--- src/hw/trace_defs.svh ---
`ifndef TRACE_DEFS_SVH
`define TRACE_DEFS_SVH

// retire slots presented per cycle
`define TRACE_ISSUE_WIDTH 2

// queue holds 2**TRACE_QUEUE_AW entries
`define TRACE_QUEUE_AW 4

// distance between the retire pc and the traced pc
`define TRACE_PC_OFFSET 32'd8

// register file address width
`define TRACE_REG_AW 5

// machine word width
`define TRACE_WORD_W 32

`endif

--- src/hw/trace_pkg.sv ---
`include "trace_defs.svh"

package trace_pkg;

    typedef logic [`TRACE_WORD_W-1:0] word_t;

    // register file write as seen at retirement
    typedef struct packed
    {
        logic                     wen;
        logic [`TRACE_REG_AW-1:0] addr;
        word_t                    data;
    } rf_w_t;

    typedef struct packed
    {
        rf_w_t rfw;
        word_t pc;   // pc of the retiring instruction
    } retire_slot_t;

    // queued record, always valid once stored
    typedef struct packed
    {
        logic [`TRACE_REG_AW-1:0] addr;
        word_t                    data;
        word_t                    pc;   // already lowered by the pc offset
    } trace_entry_t;

endpackage

--- src/hw/retire_compact.sv ---
`timescale 1ns/1ps
`include "trace_defs.svh"

module retire_compact
(
    input  trace_pkg::retire_slot_t [`TRACE_ISSUE_WIDTH-1:0] retire,
    output trace_pkg::trace_entry_t [1:0]                    push_entry,
    output logic [1:0]                                       push_count
);

    import trace_pkg::*;

    function automatic trace_entry_t to_entry(input retire_slot_t slot);
        trace_entry_t e;
        e.addr = slot.rfw.addr;
        e.data = slot.rfw.data;
        e.pc   = slot.pc - `TRACE_PC_OFFSET;
        return e;
    endfunction

    trace_entry_t entry_0;
    trace_entry_t entry_1;

    assign entry_0 = to_entry(retire[0]);
    assign entry_1 = to_entry(retire[1]);

    // slot 1 slides down into position 0 when slot 0 is idle
    assign push_entry[0] = retire[0].rfw.wen ? entry_0 : entry_1;
    assign push_entry[1] = entry_1;   // only consumed when both slots write

    always_comb
    begin
        push_count = 2'd0;
        for (int i = 0; i < `TRACE_ISSUE_WIDTH; i++)
        begin
            if (retire[i].rfw.wen)
            begin
                push_count = push_count + 2'd1;
            end
        end
    end

endmodule

--- src/hw/queue_pointers.sv ---
`timescale 1ns/1ps
`include "trace_defs.svh"

module queue_pointers
(
    input  logic                       clk,
    input  logic                       reset,
    input  logic [1:0]                 push_count,
    input  logic                       pop,
    output logic [`TRACE_QUEUE_AW-1:0] tail_addr,
    output logic [`TRACE_QUEUE_AW-1:0] head_addr,
    output logic                       empty,
    output logic                       retire_stall
);

    localparam int AW    = `TRACE_QUEUE_AW;
    localparam int DEPTH = 1 << AW;

    logic [AW-1:0] tail;
    logic [AW-1:0] head;
    logic [AW:0]   count;   // one extra bit so a full queue is distinct from empty

    always_ff @(posedge clk or posedge reset)
    begin
        if (reset)
        begin
            tail <= '0;
            head <= '0;
        end
        else
        begin
            tail <= tail + AW'(push_count);   // wraps naturally
            if (pop)
            begin
                head <= head + AW'(1);
            end
        end
    end

    // push and pop may land on the same edge
    always_ff @(posedge clk or posedge reset)
    begin
        if (reset)
        begin
            count <= '0;
        end
        else
        begin
            count <= count + (AW+1)'(push_count) - (AW+1)'(pop);
        end
    end

    assign tail_addr    = tail;
    assign head_addr    = head;
    assign empty        = (count == '0);
    assign retire_stall = (count > (AW+1)'(DEPTH - 2));   // room for one more dual retire

endmodule

--- src/hw/trace_queue_ram.sv ---
`timescale 1ns/1ps
`include "trace_defs.svh"

module trace_queue_ram
(
    input  logic                                  clk,
    input  trace_pkg::trace_entry_t [1:0]         push_entry,
    input  logic [1:0]                            push_count,
    input  logic [`TRACE_QUEUE_AW-1:0]            tail_addr,
    input  logic [`TRACE_QUEUE_AW-1:0]            head_addr,
    output trace_pkg::trace_entry_t               head_entry
);

    import trace_pkg::*;

    localparam int AW    = `TRACE_QUEUE_AW;
    localparam int DEPTH = 1 << AW;

    trace_entry_t  mem [DEPTH];
    logic [AW-1:0] tail_next;

    assign tail_next = tail_addr + AW'(1);   // second write wraps with the queue

    always_ff @(posedge clk)
    begin
        if (push_count != 2'd0)
        begin
            mem[tail_addr] <= push_entry[0];
        end
        if (push_count == 2'd2)
        begin
            mem[tail_next] <= push_entry[1];
        end
    end

    // asynchronous read, the pointers say whether it is valid
    assign head_entry = mem[head_addr];

endmodule

--- src/hw/trace_handshake_fsm.sv ---
`timescale 1ns/1ps

module trace_handshake_fsm
(
    input  logic                    clk,
    input  logic                    reset,
    input  logic                    empty,
    input  trace_pkg::trace_entry_t head_entry,
    input  logic                    trace_ack,
    output logic                    pop,
    output logic                    trace_req,
    output trace_pkg::trace_entry_t trace_out
);

    typedef enum logic [1:0]
    {
        IDLE,
        REQ,
        WAIT_ACK_LOW
    } state_t;

    state_t state;
    state_t state_next;

    always_comb
    begin
        state_next = state;
        case (state)
            IDLE:
            begin
                if (!empty)
                begin
                    state_next = REQ;
                end
            end
            REQ:
            begin
                if (trace_ack)
                begin
                    state_next = WAIT_ACK_LOW;   // consumer has taken trace_out
                end
            end
            WAIT_ACK_LOW:
            begin
                if (!trace_ack)
                begin
                    state_next = IDLE;
                end
            end
            default: state_next = IDLE;
        endcase
    end

    // one pop per delivery, taken as the entry is loaded
    assign pop = (state == IDLE) && !empty;

    always_ff @(posedge clk or posedge reset)
    begin
        if (reset)
        begin
            state     <= IDLE;
            trace_req <= 1'b0;
            trace_out <= '0;
        end
        else
        begin
            state     <= state_next;
            trace_req <= (state_next == REQ);
            if (pop)
            begin
                trace_out <= head_entry;   // only loads in IDLE, so req and ack are both low
            end
        end
    end

endmodule

--- src/hw/commit_trace.sv ---
`timescale 1ns/1ps
`include "trace_defs.svh"

module commit_trace
(
    input  logic                                             clk,
    input  logic                                             reset,
    input  trace_pkg::retire_slot_t [`TRACE_ISSUE_WIDTH-1:0] retire,
    output logic                                             retire_stall,
    output logic                                             trace_req,
    input  logic                                             trace_ack,
    output trace_pkg::trace_entry_t                          trace_out
);

    import trace_pkg::*;

    trace_entry_t [1:0]         push_entry;
    logic [1:0]                 push_count;
    logic [`TRACE_QUEUE_AW-1:0] tail_addr;
    logic [`TRACE_QUEUE_AW-1:0] head_addr;
    logic                       empty;
    logic                       pop;
    trace_entry_t               head_entry;

    retire_compact u_retire_compact
    (
        .retire     (retire),
        .push_entry (push_entry),
        .push_count (push_count)
    );

    queue_pointers u_queue_pointers
    (
        .clk          (clk),
        .reset        (reset),
        .push_count   (push_count),
        .pop          (pop),
        .tail_addr    (tail_addr),
        .head_addr    (head_addr),
        .empty        (empty),
        .retire_stall (retire_stall)
    );

    trace_queue_ram u_trace_queue_ram
    (
        .clk        (clk),
        .push_entry (push_entry),
        .push_count (push_count),
        .tail_addr  (tail_addr),
        .head_addr  (head_addr),
        .head_entry (head_entry)
    );

    trace_handshake_fsm u_trace_handshake_fsm
    (
        .clk        (clk),
        .reset      (reset),
        .empty      (empty),
        .head_entry (head_entry),
        .trace_ack  (trace_ack),
        .pop        (pop),
        .trace_req  (trace_req),
        .trace_out  (trace_out)
    );

endmodule

--- config.mk ---
export PLATFORM = sky130hd
export DESIGN_NAME = commit_trace
export DESIGN_NICKNAME = d
export VERILOG_FILES = /design/src/hw/trace_pkg.sv /design/src/hw/retire_compact.sv /design/src/hw/queue_pointers.sv /design/src/hw/trace_queue_ram.sv /design/src/hw/trace_handshake_fsm.sv /design/src/hw/commit_trace.sv
export VERILOG_INCLUDE_DIRS = /design/src /design/src/hw
export SDC_FILE = /design/constraint.sdc
export NUM_CORES = 2
export LEC_CHECK = 0
export BUFFER_PORTS_ARGS = -buffer_cell sky130_fd_sc_hd__buf_2
export CORE_MARGIN = 2
export CORE_UTILIZATION = 30
export DETAILED_ROUTE_END_ITERATION = 8
export HOLD_SLACK_MARGIN = 0.08
export SLEW_MARGIN = 20
export SYNTH_ARGS = -nofsm -noshare
export SYNTH_HDL_FRONTEND = slang
export SYNTH_SLANG_ARGS = --single-unit
--- constraint.sdc ---
create_clock -name clk -period 21.5 [get_ports clk]
set_input_delay 2.15 -clock clk [delete_from_list [all_inputs] [get_ports clk]]
set_output_delay 2.15 -clock clk [all_outputs]
set_load 0.05 [all_outputs]
# ---- Yosys cells after proc, flatten, opt, wreduce, memory -nomap -nowiden
# Memory sizes are Yosys's and may differ from the RTL's. A register that Yosys moved wholly into a read port is not among the register bits.
# Cells that the tools add are included.
dict set report totals {
  ff_bits 16
  latch_bits 0
  ram_bits 1104
  romBits 0
  input_bits 143
  n_memories 1
}
# memory depth word_bits read_ports rd_clocked_by_memory_dff write_ports line
set memory_table {}
lappend memory_table {u_trace_queue_ram.mem 16 69 1 1 2 trace_queue_ram.sv:19} ;# trace_entry_t mem [DEPTH];
dict set report classes {
  addsub 8
  multipliers 0
  div_mod_pow 0
  n_lt_le_gt_ge 1
  eq_ne 4
  shifts 0
  muxes 11
  bitwise_logic 0
  reduce_logical 5
}
# cell count
set op_table {}
lappend op_table {{69-bit 2-to-1 mux} 1}
lappend op_table {{32-bit by 4-bit subtractor with 32-bit output (second input constant)} 2}
lappend op_table {{4-bit by 1-bit adder with 4-bit output (second input constant)} 2}
lappend op_table {{2-bit 2-to-1 mux} 4}
lappend op_table {{2-bit case mux with 3 select lines} 1}
lappend op_table {{5-bit by 2-bit adder with 5-bit output} 1}
lappend op_table {{5-bit by 4-bit > comparator with 1-bit output (second input constant)} 1}
lappend op_table {{5-bit logical NOT} 1}
lappend op_table {{1-bit 2-to-1 mux} 5}
lappend op_table {{5-bit by 1-bit subtractor with 5-bit output} 1}
lappend op_table {{4-bit by 2-bit adder with 4-bit output} 1}
lappend op_table {{2-bit by 1-bit == test with 1-bit output (second input constant)} 2}
lappend op_table {{2-bit == test (second input constant)} 2}
lappend op_table {{1-bit by 1-bit adder with 2-bit output (second input constant)} 1}
lappend op_table {{2-bit logical NOT} 1}
lappend op_table {{2-bit nonzero test} 1}
lappend op_table {{1-bit logical AND} 1}
lappend op_table {{1-bit logical NOT} 1}

# ---- Depth between registers and ports, before layout
dict set report depth {
  ltp_word 6
  mapped_depth 16
  depth_no_buf 13
}

# ---- Modules after synthesis
# A second synthesis with hierarchy kept.
dict set report hier_totals {
  hier_cells 3607
  area_unflattened_um2 60805.8
}
# mod instances cells_each area_each_um2 seq_area_each_um2
set by_module_without_submodules {}
lappend by_module_without_submodules {trace_queue_ram 1 3100 55062.8 33151.8}
lappend by_module_without_submodules {trace_handshake_fsm 1 155 2713.9 1801.7}
lappend by_module_without_submodules {retire_compact 1 290 2301.0 0.0}
lappend by_module_without_submodules {queue_pointers 1 62 728.2 325.3}

# ---- Worst setup path after synthesis
# No wires, ideal clock.
dict set report synth_path {
  kind {input port to flip-flop}
  start {input port retire[69] (netlist name)}
  end {memory u_trace_queue_ram.mem[0][0] (netlist name), enable pin}
  t_arrival_ns 9.823
  slack_ns 10.993
  cell_stages 5
  n_path_buf 2
  path_cell_list {clkbuf_1 > inv_1 > clkbuf_1 > ha_1 > o41ai_1}
}
# element line
set synth_rtl {}
lappend synth_rtl {{from (decl)} commit_trace.sv:8} ;# input trace_pkg::retire_slot_t [`TRACE_ISSUE_WIDTH-1:0] retire,
lappend synth_rtl {{to (decl)} trace_queue_ram.sv:19}

==> results.py <==
metrics = {
    "synthesis": {
        "synth_edf_count": 1104,
        "syn_area_um2": 58500,
        "synth_area_leaders": "edfxtp_1, mux4_2, a21oi_1",
        "synth_warnings": 0,
        "synth_seq_cells": 1189,
        "synth_top_area_share_pct": 56.6,
        "postSynthAreaPerCell_um2": 12.6,
        "synth_largest_area_cell": "edfxtp_1",
        "syn_nets": 4816,
        "synthArstFlopShare_pct": 7.15,
        "syn_inst": 4655,
        "synth.distinct_cells": 56,
        "seq_area_frac_synth_pct": 60.3,
        "synth_flop_cell": "edfxtp_1",
    },
    "drt": {
        "drt_wl_total_mm": 182,
        "drc": 0,
        "drt-initial-drc-count": 4624,
        "drtPass1Iterations": 6,
        "wl_per_cell_um": 25.0,
        "postRouteAntennaNets": 0,
        "routed_via_density": 5.40,
        "vias": 39381,
    },
    "power_and_ir_drop": {
        "netSwitchingPower_uw": 2940,
        "switching_share_pct": 35.1,
        "power.share.clock_pct": 27.1,
        "p_comb_share_pct": 32.9,
        "p_per_area_nw_per_um2": 125,
        "p_int_uw": 5440,
        "p_seq_share_pct": 40.0,
        "p_leak_uw": 0.0236,
        "peakVddDrop_mv": 0.107,
    },
    "grt": {
        "globalRouteOverflowTotal": 0,
        "grt_pass1_vias": 38652,
        "track_usage_pct": 18.0,
        "grt_max_degree": 156,
        "antenna_found_initial": 15,
        "grt_pass1_wl_mm": 265,
    },
    "worst_setup_path": {
        "path_cells": "buf_4, inv_1, ha_1, a21oi_1, nand2_1, nor2_4, buf_4, buf_4",
        "startpoint_type": "primary input",
        "crit_top_cell": "buf_4",
        "critPathMaxStageDelay_ns": 0.63,
        "worst_ep_required_time_ns": 21.88,
        "path_max_fanout": 34,
        "endpoint_kind": "flip-flop",
        "critical_path_arrival_ns": 5.27,
        "worst_path_max_delay_cell": "buf_4",
        "crit_type": "primary input to flip-flop",
    },
    "sta": {
        "fin_crit_ns": 4.89,
        "tightest_slew_ns": 1.23,
        "whs_ns": 0.534,
        "period_share_pct": 22.8,
        "skew_ns": 0.0288,
        "rsz0062_at_grt": "false",
        "clock.fmax_mhz": 204,
        "maxSlewHeadroom_pct": 17.8,
        "final_hold_viol_count": 0,
        "setup_viol": 0,
        "final.setup.tns_ns": 0,
        "drv_slew": 0,
    },
    "clock_network": {
        "hold_buffers": 0,
        "post_cts_resized": 0,
        "cts_tree": "done",
        "htree_levels": 4,
        "clkLatencyLatePin_ns": 0.76,
        "post-cts-setup-buffers": 0,
        "cts_root_buf": "clkbuf_16",
        "cts_buffers": 134,
        "cts.sinks": 1189,
        "path_clk_slew_ns": 0.06,
        "cts_buffer_depth": 3,
    },
    "floorplanning": {
        "die_h_um": 446,
        "ios": 214,
        "die_w_um": 446,
        "start_util_pct": 30.1,
        "die_area_um2": 199000,
        "rows": 162,
        "core_um2": 194000,
    },
    "worst_hold_path": {
        "hold_class": "flip-flop to flip-flop",
    },
    "placed_design": {
        "dp_hpwl_mm": 107,
        "gp_congestion": 0.805,
        "io_buffers": 213,
        "dp.cells": 7044,
    },
    "finish": {
        "final_nets": 4802,
        "drive_above_1_share_pct": 20.0,
        "synthToLayoutAreaGrowth_pct": 14.3,
        "final_cell_count_no_fill": 7295,
    },
    "flow_run": {
        "cap_violations": 0,
    },
    "run_status": {
        "status": "completed",
    },
}
-- cells in the final DEF (no fill, tap or decap), types with 14 or more instances in the layout --
| cell type | synthesis | final |
|---|---|---|
| edfxtp_1 | 1104 | 1104 |
| mux2i_1 | 362 | 356 |
| xor2_1 | 22 | 15 |
| a21oi_1 | 787 | 786 |
| xnor2_1 | 35 | 26 |
| ha_1 | 16 | 16 |
| clkinv_1 | 0 | 19 |
| nand2_4 | 0 | 16 |
| clkbuf_1 | 426 | 48 |
| o211ai_1 | 16 | 16 |
| buf_2 | 28 | 212 |
| mux2_2 | 39 | 39 |
| o21ai_0 | 114 | 114 |
| dfrtp_1 | 85 | 81 |
| mux4_2 | 273 | 273 |
| a22o_1 | 28 | 28 |
| nor4_1 | 14 | 14 |
| and2_1 | 18 | 18 |
| clkbuf_16 | 0 | 141 |
| nand2_1 | 151 | 134 |
| inv_1 | 22 | 20 |
| buf_4 | 1 | 138 |
| o22ai_1 | 78 | 78 |
| nor2_1 | 845 | 835 |
-- worst paths after layout --
check | start | endpoint | slack (ns) | cells past startpoint
max | retire[69] | u_trace_queue_ram.mem[5][43] | 16.61 | 8
min | u_trace_handshake_fsm.trace_out[33] | u_trace_handshake_fsm.trace_out[33] | 0.53 | 2
max reg2reg | u_queue_pointers.count[2] | u_queue_pointers.count[4] | 17.56 | 14
min reg2reg | u_trace_handshake_fsm.trace_out[33] | u_trace_handshake_fsm.trace_out[33] | 0.53 | 2
max in group asynchronous | reset | u_queue_pointers.head_addr[0] | 18.81 | 3
min in group asynchronous | reset | u_trace_handshake_fsm.trace_out[47] | 1.54 | 2
-- critical path: cells and delay by family --
kind | cells | cell delay (ns)
fa+ha+maj | 1 | 0.43
compound gates | 1 | 0.25
simple gates | 2 | 0.82
buf+inv | 4 | 1.54
-- cells in the mapped netlist, drive strengths merged (4+ instances only) --
cell / n
buf: 85
xnor2: 38
xor2: 22
clkbuf: 426
nor2: 845
or3: 10
nand2: 151
mux4: 273
a21oi: 787
or4: 10
ha: 16
a22o: 28
o21ai: 131
edfxtp: 1104
nor3: 19
nor3b: 4
o22ai: 78
nand2b: 7
nor2b: 8
nand3: 12
nand4b: 6
mux2i: 362
o211ai: 16
nor4: 19
and2: 18
dfrtp: 85
nand3b: 5
mux2: 39
inv: 22
-- state kept, by name, indices dropped and copies added, names as in the netlist --
name                             cells
u_queue_pointers.tail_addr           4
u_queue_pointers.count               5
u_trace_handshake_fsm.trace_req      1
u_trace_handshake_fsm.state          2
u_trace_queue_ram.mem             1104
u_trace_handshake_fsm.trace_out     69
u_queue_pointers.head_addr           4
-- cell families (layout without fill, tap and decap cells) --
group | after synthesis | after routing | share of synthesized area (%)
mux | 674 | 674 | 17.4
flops | 1189 | 1189 | 60.3
xor+xnor | 60 | 60 | 0.955
simple gates | 1127 | 1127 | 7.93
other cells | 0 | 1 | 0
compound gates | 1054 | 1054 | 9.49
fa+ha+maj | 18 | 18 | 0.410
buf+inv | 533 | 630 | 3.51
-- metal layers --
layer	vias to the layer above	share of wire, %	GRT usage (%)
met5	-	0.13	0
met4	6	2.4	4.79
met3	280	7.5	2.62
met2	1774	50	30.7
met1	20004	40	23.8
li1	17317	-	-
-- stage by stage --
step,total power (µW),utilization [%],area (µm²),setup slack (ns)
detailed placement,6170,32.1,62500,15.80
global placement,6110,32.1,62400,15.84
global route,8710,34.4,66900,16.42
CTS,8430,34.4,66800,16.61
floorplan,5210,-,58500,10.99
finish,8380,34.4,66900,16.61
-- power by group through the flow --
stage	clock (µW)	sequential, µW	combinational (µW)
after floorplan	0	3500	1710
after global placement	0	3380	2730
after detailed placement	0	3400	2770
after CTS	2300	3350	2770
after global routing	2390	3390	2930
final	2270	3350	2760
-- final cells by class --
| class | count | area [µm²] |
|---|---|---|
| Sequential cell | 1189 | 35300 |
| Clock inverter | 48 | 442 |
| Fill cell | 18728 | 127000 |
| Tap cell | 2542 | 3180 |
| Antenna cell | 1 | 2.50 |
| Multi-Input combinational cell | 2933 | 21800 |
| Clock buffer | 199 | 3850 |
| Timing Repair Buffer | 361 | 2300 |
| Inverter | 22 | 87.6 |
No activity file was read; power rests on OpenSTA's default activity.
